==> config.mk <==
export PLATFORM = sky130hd
export DESIGN_NAME = sdram_top
export DESIGN_NICKNAME = d
export VERILOG_FILES = /design/src/rtl/sdram_pkg.sv /design/src/rtl/sdram_refresh_timer.sv /design/src/rtl/sdram_ctrl.sv /design/src/rtl/sdram_top.sv
export SDC_FILE = /design/constraint.sdc
export NUM_CORES = 1
export LEC_CHECK = 0
export BUFFER_PORTS_ARGS = -buffer_cell sky130_fd_sc_hd__buf_2
export CAP_MARGIN = 20
export CORE_MARGIN = 10
export CORE_UTILIZATION = 46
export DETAILED_ROUTE_END_ITERATION = 10
export GPL_TIMING_DRIVEN = 0
export HOLD_SLACK_MARGIN = 0.03
export MAX_ROUTING_LAYER = met4
export PLACE_DENSITY = 0.83
export SKIP_LAST_GASP = 1
export SLEW_MARGIN = 20
export SYNTH_ARGS = -nofsm -noshare
export SYNTH_HDL_FRONTEND = slang
export SYNTH_SLANG_ARGS = --single-unit
==> constraint.sdc <==
create_clock -name clk_i -period 2.35 [get_ports clk_i]
set_clock_uncertainty 0.1 [all_clocks]
set_input_delay 0.47 -clock clk_i [delete_from_list [all_inputs] [get_ports clk_i]]
set_output_delay 0.47 -clock clk_i [all_outputs]
set_load 0.01 [all_outputs]
==> src/rtl/sdram_pkg.sv <==
package sdram_pkg;

  typedef logic [3:0]  sdram_cmd_t;  // {cs_n, ras_n, cas_n, we_n}
  typedef logic [21:0] bus_addr_t;   // bank 21:20, row 19:10, col 9:0
  typedef logic [15:0] bus_data_t;
  typedef logic [11:0] sdram_addr_t;
  typedef logic [1:0]  bank_t;
  typedef logic [1:0]  byte_sel_t;

  typedef enum logic [3:0] {
    INIT_WAIT, INIT_PRECHARGE, INIT_REFRESH, INIT_REFRESH_WAIT,
    INIT_MODE, INIT_MODE_WAIT, IDLE, REFRESH, ACTIVATE,
    READ_WAIT, READ_WAIT2, READ_WAIT3, RW, PRECHARGE
  } ctrl_state_t;

  localparam sdram_cmd_t CMD_DESL      = 4'b1111;
  localparam sdram_cmd_t CMD_NOP       = 4'b0111;
  localparam sdram_cmd_t CMD_READ      = 4'b0101;
  localparam sdram_cmd_t CMD_WRITE     = 4'b0100;
  localparam sdram_cmd_t CMD_ACTIVATE  = 4'b0011;
  localparam sdram_cmd_t CMD_PRECHARGE = 4'b0010;
  localparam sdram_cmd_t CMD_REFRESH   = 4'b0001;
  localparam sdram_cmd_t CMD_MRS       = 4'b0000;

  localparam int INIT_WAIT_CYCLES   = 2000;  // power-up wait
  localparam int INIT_REFRESH_COUNT = 8;
  localparam int T_RC_CYCLES        = 8;     // nops after refresh
  localparam int T_RCD_CYCLES       = 5;
  localparam int T_RP_CYCLES        = 3;     // init precharge to first refresh
  localparam int REFRESH_INTERVAL   = 780;
  localparam int CAS_LATENCY        = 2;

  localparam sdram_addr_t MODE_WORD = 12'h021;  // cl 2, sequential, bl 2

  localparam int DELAY_W       = $clog2(INIT_WAIT_CYCLES + 1);
  localparam int REFRESH_CNT_W = $clog2(REFRESH_INTERVAL);
  localparam int INIT_REF_W    = $clog2(INIT_REFRESH_COUNT + 1);

  typedef logic [DELAY_W-1:0] delay_t;

endpackage

==> src/rtl/sdram_refresh_timer.sv <==
`timescale 1ns/1ps

module sdram_refresh_timer (
  input  logic clk_i,
  input  logic rst_i,
  input  logic enable_i,
  input  logic refresh_done_i,
  output logic refresh_req_o
);

  import sdram_pkg::*;

  logic [REFRESH_CNT_W-1:0] cnt_q;
  logic                     req_q;
  logic                     cnt_wrap;

  assign cnt_wrap = (cnt_q == REFRESH_CNT_W'(REFRESH_INTERVAL - 1));

  always_ff @(posedge clk_i or posedge rst_i) begin
    if (rst_i) begin
      cnt_q <= '0;
      req_q <= 1'b0;
    end else if (refresh_done_i) begin
      cnt_q <= '0;  // restart interval from the served refresh
      req_q <= 1'b0;
    end else if (enable_i && !req_q) begin
      if (cnt_wrap) begin
        cnt_q <= '0;
        req_q <= 1'b1;  // held until served
      end else begin
        cnt_q <= cnt_q + REFRESH_CNT_W'(1);
      end
    end
  end

  assign refresh_req_o = req_q;

endmodule

==> src/rtl/sdram_ctrl.sv <==
`timescale 1ns/1ps

module sdram_ctrl (
  input  logic                   clk_i,
  input  logic                   rst_i,
  input  sdram_pkg::bus_addr_t   adr_i,
  input  sdram_pkg::bus_data_t   dat_i,
  input  logic                   we_i,
  input  sdram_pkg::byte_sel_t   sel_i,
  input  logic                   cyc_i,
  input  logic                   stb_i,
  output logic                   ack_o,
  output sdram_pkg::bus_data_t   dat_o,
  input  logic                   refresh_req_i,
  output logic                   refresh_done_o,
  output logic                   init_done_o,
  output logic                   mem_clk_o,
  output logic                   cke_o,
  output logic                   cs_n_o,
  output logic                   ras_n_o,
  output logic                   cas_n_o,
  output logic                   we_n_o,
  output sdram_pkg::bank_t       ba_o,
  output sdram_pkg::sdram_addr_t addr_o,
  output sdram_pkg::byte_sel_t   dqm_o,
  output sdram_pkg::bus_data_t   dq_o,
  output logic                   dq_oe_o,
  input  sdram_pkg::bus_data_t   dq_i
);

  import sdram_pkg::*;

  ctrl_state_t             state_q, state_d;
  sdram_cmd_t              cmd_q, cmd_d;
  delay_t                  delay_q, delay_d;
  bank_t                   ba_q, ba_d;
  sdram_addr_t             addr_q, addr_d;
  byte_sel_t               dqm_q, dqm_d;
  logic                    dq_oe_q, dq_oe_d;
  logic [INIT_REF_W-1:0]   ref_cnt_q, ref_cnt_d;
  logic                    wr_q, wr_d;
  logic                    init_done_q, init_done_d;
  logic                    cke_q;
  bus_data_t               dq_q;
  bus_data_t               rd_data_q;
  logic                    select;
  logic                    delay_zero;

  assign select     = cyc_i & stb_i;
  assign delay_zero = (delay_q == '0);

  always_ff @(posedge clk_i or posedge rst_i) begin
    if (rst_i) begin
      state_q     <= INIT_WAIT;
      cmd_q       <= CMD_NOP;
      delay_q     <= delay_t'(INIT_WAIT_CYCLES - 1);
      ba_q        <= '0;
      addr_q      <= '0;
      dqm_q       <= '1;
      dq_oe_q     <= 1'b0;
      ref_cnt_q   <= INIT_REF_W'(INIT_REFRESH_COUNT);
      wr_q        <= 1'b0;
      init_done_q <= 1'b0;
      cke_q       <= 1'b0;
    end else begin
      state_q     <= state_d;
      cmd_q       <= cmd_d;
      delay_q     <= delay_d;
      ba_q        <= ba_d;
      addr_q      <= addr_d;
      dqm_q       <= dqm_d;
      dq_oe_q     <= dq_oe_d;
      ref_cnt_q   <= ref_cnt_d;
      wr_q        <= wr_d;
      init_done_q <= init_done_d;
      cke_q       <= 1'b1;
    end
  end

  // write data and read capture
  always_ff @(posedge clk_i) begin
    if (state_q == ACTIVATE && delay_zero && wr_q) begin
      dq_q <= dat_i;
    end
    if (state_q == READ_WAIT3) begin
      rd_data_q <= dq_i;  // data driven at READ + cl
    end
  end

  always_comb begin
    state_d     = state_q;
    cmd_d       = CMD_NOP;
    delay_d     = delay_q;
    ba_d        = ba_q;
    addr_d      = addr_q;
    dqm_d       = dqm_q;
    dq_oe_d     = 1'b0;
    ref_cnt_d   = ref_cnt_q;
    wr_d        = wr_q;
    init_done_d = init_done_q;
    case (state_q)
      INIT_WAIT: begin
        delay_d = delay_q - delay_t'(1);
        if (delay_zero) begin
          cmd_d   = CMD_PRECHARGE;
          addr_d  = 12'h400;  // a10, all banks
          delay_d = delay_t'(T_RP_CYCLES - 1);
          state_d = INIT_PRECHARGE;
        end
      end
      INIT_PRECHARGE: begin
        delay_d = delay_q - delay_t'(1);
        if (delay_zero) begin
          cmd_d     = CMD_REFRESH;
          ref_cnt_d = ref_cnt_q - INIT_REF_W'(1);
          state_d   = INIT_REFRESH;
        end
      end
      INIT_REFRESH: begin
        delay_d = delay_t'(T_RC_CYCLES - 1);
        state_d = INIT_REFRESH_WAIT;
      end
      INIT_REFRESH_WAIT: begin
        delay_d = delay_q - delay_t'(1);
        if (delay_zero) begin
          if (ref_cnt_q == '0) begin
            cmd_d   = CMD_MRS;
            ba_d    = '0;
            addr_d  = MODE_WORD;
            state_d = INIT_MODE;
          end else begin
            cmd_d     = CMD_REFRESH;
            ref_cnt_d = ref_cnt_q - INIT_REF_W'(1);
            state_d   = INIT_REFRESH;
          end
        end
      end
      INIT_MODE: begin
        delay_d = delay_t'(3);  // four nops after mrs
        state_d = INIT_MODE_WAIT;
      end
      INIT_MODE_WAIT: begin
        delay_d = delay_q - delay_t'(1);
        if (delay_zero) begin
          init_done_d = 1'b1;
          state_d     = IDLE;
        end
      end
      IDLE: begin
        if (refresh_req_i) begin  // refresh wins over a request
          cmd_d   = CMD_REFRESH;
          delay_d = delay_t'(T_RC_CYCLES);
          state_d = REFRESH;
        end else if (select) begin
          cmd_d   = CMD_ACTIVATE;
          ba_d    = adr_i[21:20];
          addr_d  = {2'b00, adr_i[19:10]};  // open row
          wr_d    = we_i;
          delay_d = delay_t'(T_RCD_CYCLES - 1);
          state_d = ACTIVATE;
        end
      end
      REFRESH: begin
        delay_d = delay_q - delay_t'(1);
        if (delay_zero) begin
          state_d = IDLE;
        end
      end
      ACTIVATE: begin
        delay_d = delay_q - delay_t'(1);
        if (delay_zero) begin
          cmd_d  = wr_q ? CMD_WRITE : CMD_READ;
          addr_d = {2'b00, adr_i[9:0]};  // column, a10 low
          dqm_d  = ~sel_i;
          if (wr_q) begin
            dq_oe_d = 1'b1;
            state_d = RW;
          end else begin
            state_d = READ_WAIT;
          end
        end
      end
      READ_WAIT:  state_d = READ_WAIT2;
      READ_WAIT2: state_d = READ_WAIT3;
      READ_WAIT3: state_d = RW;
      RW: begin
        cmd_d   = CMD_PRECHARGE;  // a10 still low, this bank only
        dqm_d   = '1;
        state_d = PRECHARGE;
      end
      PRECHARGE: state_d = IDLE;
      default:   state_d = IDLE;
    endcase
  end

  assign {cs_n_o, ras_n_o, cas_n_o, we_n_o} = cmd_q;

  assign ack_o          = (state_q == RW);
  assign dat_o          = (ack_o && !wr_q) ? rd_data_q : '0;
  assign refresh_done_o = (state_q == IDLE) && refresh_req_i;
  assign init_done_o    = init_done_q;
  assign mem_clk_o      = ~clk_i;  // memory samples on our falling edge
  assign cke_o          = cke_q;
  assign ba_o           = ba_q;
  assign addr_o         = addr_q;
  assign dqm_o          = dqm_q;
  assign dq_o           = dq_q;
  assign dq_oe_o        = dq_oe_q;

endmodule

==> src/rtl/sdram_top.sv <==
`timescale 1ns/1ps

module sdram_top (
  input  logic                   clk_i,
  input  logic                   rst_i,
  input  sdram_pkg::bus_addr_t   adr_i,
  input  sdram_pkg::bus_data_t   dat_i,
  input  logic                   we_i,
  input  sdram_pkg::byte_sel_t   sel_i,
  input  logic                   cyc_i,
  input  logic                   stb_i,
  output logic                   ack_o,
  output sdram_pkg::bus_data_t   dat_o,
  output logic                   mem_clk_o,
  output logic                   cke_o,
  output logic                   cs_n_o,
  output logic                   ras_n_o,
  output logic                   cas_n_o,
  output logic                   we_n_o,
  output sdram_pkg::bank_t       ba_o,
  output sdram_pkg::sdram_addr_t addr_o,
  output sdram_pkg::byte_sel_t   dqm_o,
  output sdram_pkg::bus_data_t   dq_o,
  output logic                   dq_oe_o,
  input  sdram_pkg::bus_data_t   dq_i
);

  logic refresh_req;
  logic refresh_done;
  logic init_done;  // timer idles until init finishes

  sdram_ctrl i_ctrl (
    .clk_i, .rst_i, .adr_i, .dat_i, .we_i, .sel_i, .cyc_i, .stb_i,
    .ack_o, .dat_o,
    .refresh_req_i  (refresh_req),
    .refresh_done_o (refresh_done),
    .init_done_o    (init_done),
    .mem_clk_o, .cke_o, .cs_n_o, .ras_n_o, .cas_n_o, .we_n_o,
    .ba_o, .addr_o, .dqm_o, .dq_o, .dq_oe_o, .dq_i
  );

  sdram_refresh_timer i_refresh (
    .clk_i,
    .rst_i,
    .enable_i       (init_done),
    .refresh_done_i (refresh_done),
    .refresh_req_o  (refresh_req)
  );

endmodule

## Word level (Yosys, flattened, before mapping)

Index checks and enable logic that the tools add are counted.

| operators by class | value |
|---|---|
| muxes and demuxes | 51 |
| bitwise gates (word level) | 4 |
| add/subtract/negate cells | 3 |
| equal/unequal tests | 23 |
| reductions and logical operators | 28 |

Operator list:

| operator | number |
|---|---|
| $mux W12 | 6 |
| $pmux W11 S5 | 1 |
| $mux W4 | 13 |
| $pmux W12 S4 | 1 |
| $pmux W4 S12 | 1 |
| $mux W11 | 3 |
| $mux W10 | 3 |
| $pmux W4 S6 | 1 |
| $eq A4 B4 Y1 const B | 5 |
| $eq A4 B3 Y1 const B | 4 |
| $mux W16 | 1 |
| $mux W3 | 5 |
| $ne A2 B1 Y1 const B | 7 |
| $logic_not A11 Y1 | 1 |
| $sub A11 B1 Y11 const B | 1 |
| $add A10 B1 Y10 const B | 1 |
| $eq A10 B10 Y1 const B | 1 |
| $mux W2 | 5 |
| $reduce_bool A2 Y1 | 5 |
| $eq A4 B2 Y1 const B | 2 |
| $logic_not A4 Y1 | 2 |
| $mux W1 | 8 |
| $pmux W2 S2 | 2 |
| $pmux W4 S2 | 1 |
| 19 further kinds | 29 |

| storage, ports and cells | value |
|---|---|
| bits in registers | 86 |
| input port bits | 61 |
| logic and storage cells | 124 |

## Depth between registers and ports, before layout

Gate-level depths: netlist of run 1.

| logic depth | value |
|---|---|
| depth in word-level cells | 4 |
| gate-level depth with buffers | 9 |

## By module

From an unflattened synthesis of run 1, not the netlist that was laid out.

| second synthesis, totals | value |
|---|---|
| cell total of the unflattened synthesis | 370 |
| area total of the unflattened synthesis | 4026.4 sq um |

By module, submodules not included:

| module | sequential area each (sq um) | area each (sq um) | cells an instance | instances |
|---|---|---|---|---|
| sdram_ctrl | 2005.7 | 3420.8 | 307 | 1 |
| sdram_refresh_timer | 275.3 | 605.6 | 63 | 1 |

==> flow_metrics.tcl, run 1 <==
set metrics [dict create \
    grt_pass1_wl_mm 17.4 \
    period_minus_slack_ns 2.42 \
    synth_compound_area_share_pct 17.7 \
    synth_top_area_share_pct 23.7 \
    synth-adder-area-share_pct 1.54 \
    via_per_inst 5.70 \
    hp-class "in2async" \
    crit_fanout 10 \
    ir_drop_mv 0.397 \
    ys_warn_count 0 \
    start_kind "register" \
    overflow 0 \
    synth-edff-count 32 \
    synth_top_family_by_area "compound AO/OA/AOI/OAI gates" \
    drtAntennaViolNets 0 \
    io_pins 117 \
    holdWs_ns 0.0275 \
    post-place-ws_ns -0.566 \
    leakage_uw 0.00234 \
    rr_worst_depth 5 \
    htree_levels 3 \
    status "finished, violations left" \
    synth_top_area_cell "edfxtp_1" \
    cts_tree "built" \
    ys_seq_elements 84 \
    syn_inst 356 \
    hold_viol 0 \
    rsz0062_at_grt "true" \
    worst_ep_arrival_time_ns 1.85 \
    die_x_um 114 \
    path_clk_slew_ns 0.10 \
    core_area_sq_um 8640 \
    syn_area_sq_um 4050 \
    vias 3473 \
    violations "negative setup slack" \
    drc 0 \
    yosys.area_share.simple_pct 16.4 \
    synth_xor_area_share_pct 1.73 \
    post-synth-top-count-cell "dfrtp_1" \
    drt_pass1_iterations 5 \
    port_buffers 114 \
    power_density_nw_per_um2 1160 \
    nNetsFinal 562 \
    clockBufferDepth 2 \
    grt_use_total_pct 16.9 \
    hpwlAfterDp_mm 8.31 \
    cp.required_ns 1.78 \
    synth_area_leaders "edfxtp_1, dfrtp_1, dfstp_2, a21oi_1, and2_1" \
    placementRows 34 \
    die_h_um 114 \
    root_buffer "clkbuf_8" \
    setup_viol 16 \
    synth.area.mux_share_pct 1.33 \
    synthArstFlopShare_pct 61.9 \
    maxSlewViolCount 0 \
    antenna_cells 0 \
    ys_seq_area_share_pct 56.3 \
    fmax_mhz 413 \
    clock_latency_ns 0.37 \
    syn_area_per_cell_sq_um 11.4 \
    grt_pass1_vias 3384 \
    synthFlopType "dfrtp_1" \
    area_delta_synth_final_pct 29.6 \
    routed_wl_mm 11.3 \
    setup_tns_ns -0.781 \
    gp_congestion 0.898 \
    fin_crit_sh_pct 103 \
    drive_above_1_share_pct 41.7 \
    cap_violations 0 \
    critPathKind "reg2out" \
    grt_max_degree 30 \
    tightestPinTransition_ns 0.737 \
    die_area_sq_um 13000 \
    netlist-cell-type-count 67 \
    postLayoutSetupSlackWorst_ns -0.0740 \
    start_util_pct 46.9 \
    wire_per_inst_um 18.6 \
    cts_made_buffers 9 \
    endpoint_kind "output pin" \
    antenna_found_initial 0 \
    power_uw 6060 \
    relSlewSlack_pct 50.7 \
    synth_common_cells "dfrtp_1, edfxtp_1, a21oi_1" \
    drt-initial-drc-count 247 \
]
critical path, cell delays in order (launching register included):
cell and delay [ns]:
dfrtp_1 0.44, buf_2 0.29, and2_4 0.20, nor2b_4 0.17, buf_8 0.13, and2_1 0.13, buf_2 0.14
state kept, by name, indices dropped and copies added (netlist names):
name                     flops
i_ctrl.rd_data_q            16
i_ctrl.cke_o                 1
i_ctrl.delay_q              11
i_ctrl.dq_oe_o               1
i_ctrl.dqm_o                 2
i_refresh.cnt_q             10
i_ctrl.init_done_o           1
i_ctrl.addr_o               11
i_ctrl.ref_cnt_q             4
i_ctrl.state_q               4
i_ctrl.cmd_q                 3
i_refresh.refresh_req_o      1
i_ctrl.wr_q                  1
i_ctrl.dq_o                 16
i_ctrl.ba_o                  2
logic make-up after synthesis:
logic type / after synthesis
simple gates: 112
compound gates: 101
flops: 84
buf+inv: 39
xor+xnor: 8
fa+ha+maj: 5
mux: 5
other cells: 2
power breakdown:
part	switching, uW	internal, uW	leakage [uW]
logic	1540	1180	0.00132
clock network	570	580	0.000115
registers	280	1910	0.000915
metal layers:
| layer | track usage, % | share of wire, % |
|---|---|---|
| met5 | - | 0 |
| met1 | 20.1 | 41 |
| met2 | 27.0 | 49 |
| met4 | 4.85 | 1.7 |
| met3 | 5.41 | 8.7 |
placed cells by master (no fill, tap or decap), drive strengths merged, types with 15 or more instances in the layout:
cell type,netlist,layout
buf,11,139
dfrtp,37,37
edfxtp,32,32
a21oi,29,29
nor2,21,21
o21ai,21,21
clkbuf,10,21
inv,18,20
and2,19,19
nand2,18,18
dfstp,15,15
layout make-up:
class,count,area (sq um)
plain buffers,20,150
clock buffers,12,158
clock inverters,6,67.6
fillers,639,3390
inverters,17,63.8
multi-input cells,234,1670
flip-flops and latches,84,2280
well taps,108,135
repair buffers,128,726
through the flow:
step | utilization [%] | instances | area [sq um]
after floorplan | - | 357 | 4060
after global placement | 55.2 | 579 | 4770
after detailed placement | 55.4 | 580 | 4790
after CTS | 59.1 | 601 | 5110
after global routing | 60.8 | 609 | 5250
final | 60.8 | 609 | 5250
timing repair:
item | CTS | global route
setup buffers | 5 | 9
endpoints found under the setup margin | 60 | 48
pin swaps | 1 | 8
gates cloned | 0 | 0
gates resized for setup | 17 | 26
hold buffers | 0 | 0
final timing paths:
| path | start | endpoint | slack, ns |
|---|---|---|---|
| worst max-delay path | i_ctrl.state_q[2]$_DFFE_PP0P_ | dat_o[9] | -0.07 |
| worst min register to register | i_ctrl.addr_o[10]$_DFFE_PP0P_ | i_ctrl.addr_o[10]$_DFFE_PP0P_ | 0.39 |
| max in group asynchronous | rst_i | i_ctrl.delay_q[3]$_DFFE_PP1P_ | 1.49 |
| worst min-delay path | rst_i | i_ctrl.addr_o[6]$_DFFE_PP0P_ | 0.03 |
| min in group clk_i | sel_i[0] | i_ctrl.dqm_o[0]$_DFFE_PP1P_ | 0.13 |
| worst max register to register | i_ctrl.state_q[1]$_DFFE_PP0P_ | i_ctrl.dq_o[5]$_DFFE_PP_ | 0.04 |
Power figures use the tool's default switching activity.
==> run 2: changes to the inputs <==
--- a/config.mk
+++ b/config.mk
@@ -13,7 +13,7 @@
 export GPL_TIMING_DRIVEN = 0
 export HOLD_SLACK_MARGIN = 0.03
 export MAX_ROUTING_LAYER = met4
-export PLACE_DENSITY = 0.83
+export PLACE_DENSITY = 0.8
 export SKIP_LAST_GASP = 1
 export SLEW_MARGIN = 20
 export SYNTH_ARGS = -nofsm -noshare
==> constraint.sdc (replaced) <==
create_clock -name clk_i -period 2.8 [get_ports clk_i]
set_clock_uncertainty 0.1 [all_clocks]
set_input_delay 0.56 -clock clk_i [delete_from_list [all_inputs] [get_ports clk_i]]
set_output_delay 0.56 -clock clk_i [all_outputs]
set_load 0.01 [all_outputs]
==> flow_metrics.tcl, run 2 (synthesis gave the netlist of run 1 again) <==
set metrics [dict create \
    endpoint_kind "output pin" \
    port_buffers 114 \
    combPwrFrac_pct 43.4 \
    wire_per_inst_um 17.1 \
    stdcell_area_sq_um 5020 \
    routed_wl_mm 10.2 \
    drtAntennaViolNets 0 \
    clock_latency_ns 0.35 \
    post-place-ws_ns -0.0620 \
    crit_family "simple AND/OR/NAND/NOR gates" \
    via_per_inst 5.54 \
    root_buffer "clkbuf_8" \
    relSlewSlack_pct 38.9 \
    clockPowerShare_pct 17.0 \
    die_h_um 114 \
    drt-initial-drc-count 238 \
    cap_violations 0 \
    holdBufCountCts 0 \
    sw_frac_of_total_pct 40.3 \
    antenna_cells 0 \
    leakage_uw 0.00224 \
    grt_use_total_pct 15.7 \
    top_usage_layer "met2" \
    rr_worst_depth 5 \
    placementRows 34 \
    power_uw 4670 \
    r2r_start "i_ctrl.state_q[0]$_DFFE_PP0P_" \
    drt_pass1_iterations 5 \
    core_area_sq_um 8640 \
    met3_usage_pct 4.51 \
    period_minus_slack_ns 2.67 \
    io_pins 117 \
    vias 3317 \
    start_kind "register" \
    antenna_found_initial 0 \
    area_delta_synth_final_pct 23.9 \
    drive_above_1_share_pct 37.5 \
    postLayoutSetupSlackWorst_ns 0.126 \
    overflow 0 \
    die_x_um 114 \
    worstSetupPathDepth 7 \
    gp_congestion 0.908 \
    seqPwrFrac_pct 39.6 \
    maxSlewViolCount 0 \
    grt.met2_usage_pct 26.6 \
    met1_usage_pct 17.6 \
    fin_crit_sh_pct 95.5 \
    critPathKind "reg2out" \
    cp.required_ns 2.14 \
    grt_pass1_vias 3427 \
    tightestPinTransition_ns 0.915 \
    layout_commonest_cell "buf_2" \
    worst_ep_arrival_time_ns 2.01 \
    hold_viol 0 \
    cts_made_buffers 9 \
    slowest_delay_ns 0.42 \
    cts_tree "built" \
    power_density_nw_per_um2 931 \
    start_util_pct 46.9 \
    cp-startpoint "i_ctrl.state_q[1]$_DFFE_PP0P_" \
    holdWs_ns 0.118 \
    htree_levels 3 \
    path_clk_slew_ns 0.09 \
    drc 0 \
    clockBufferDepth 2 \
    grt_max_degree 31 \
    die_area_sq_um 13000 \
    ir_drop_mv 0.379 \
    nNetsFinal 552 \
    setup_tns_ns 0 \
    setup_viol 0 \
    grt_pass1_wl_mm 16.4 \
    slowest_stage "dfrtp_1" \
    hp-class "in2async" \
    status "finished clean" \
    crit_fanout 10 \
    place_area_sq_um 4800 \
    power.switching_uw 1880 \
    intPower_uw 2790 \
    hpwlAfterDp_mm 7.88 \
    cp_cell_sequence "buf_4 -> nor3b_4 -> and2_4 -> nor2b_4 -> buf_6 -> and2_1 -> buf_2" \
    final_cell_mix "buf_2, dfrtp_1, edfxtp_1, a21oi_1, nor2_1" \
    cp.buffers_inverters 3 \
    fmax_mhz 374 \
]
run 2: changes by cell type in the layout (fill, tap and decap cells not counted), sizes merged:
cell,previous run,this run
clkbuf,21,18
buf,139,130
bufinv,1,0
clkinvlp,1,4
run 2: power by group through the flow:
stage / Combinational [uW] / Sequential, uW / Clock [uW]
2_1_floorplan: 1410 / 1850 / 14.0
3_3_place_gp: 1900 / 1830 / 26.0
3_5_place_dp: 1980 / 1840 / 26.0
4_1_cts: 1990 / 1850 / 820
5_1_grt: 2210 / 1890 / 874
6_report: 2030 / 1850 / 795
run 2: layer usage:
layer / share of wire [%] / wire length, um
met3: 7.5 / 771
met5: 0 / 0
met2: 50 / 5100
met1: 41 / 4220
met4: 1.2 / 125
run 2: stage by stage:
step,utilization (%),std cells
after global placement,55.1,579
final,58.1,599
after global routing,58.1,599
after floorplan,-,357
after CTS,57.8,596
after detailed placement,55.5,581
run 2: path summary, 6_finish.rpt:
path	to	slack (ns)
worst max register to register	i_ctrl.dq_o[0]$_DFFE_PP_	0.21
max in group asynchronous	i_ctrl.cmd_q[2]$_DFF_PP1_	1.88
min in group clk_i	i_ctrl.dqm_o[0]$_DFFE_PP1P_	0.23
worst min-delay path	i_ctrl.ba_o[0]$_DFFE_PP0P_	0.12
worst min register to register	i_ctrl.delay_q[9]$_DFFE_PP1P_	0.39
worst max-delay path	dat_o[8]	0.13
run 2: layout make-up:
cell class / count / area (sq um)
clock inverter: 8 / 52.6
multi-input combinational: 234 / 1610
tap: 108 / 135
clock buffer: 10 / 129
fill: 720 / 3610
timing repair buffer: 118 / 619
inverter: 17 / 63.8
sequential: 84 / 2280
buffer: 20 / 134
run 2: what timing repair did:
action | in CTS | in global routing
pin swaps | 0 | 1
resized for setup | 8 | 3
buffers inserted | 0 | 3
setup endpoints to repair | 32 | 10
gates cloned | 0 | 0
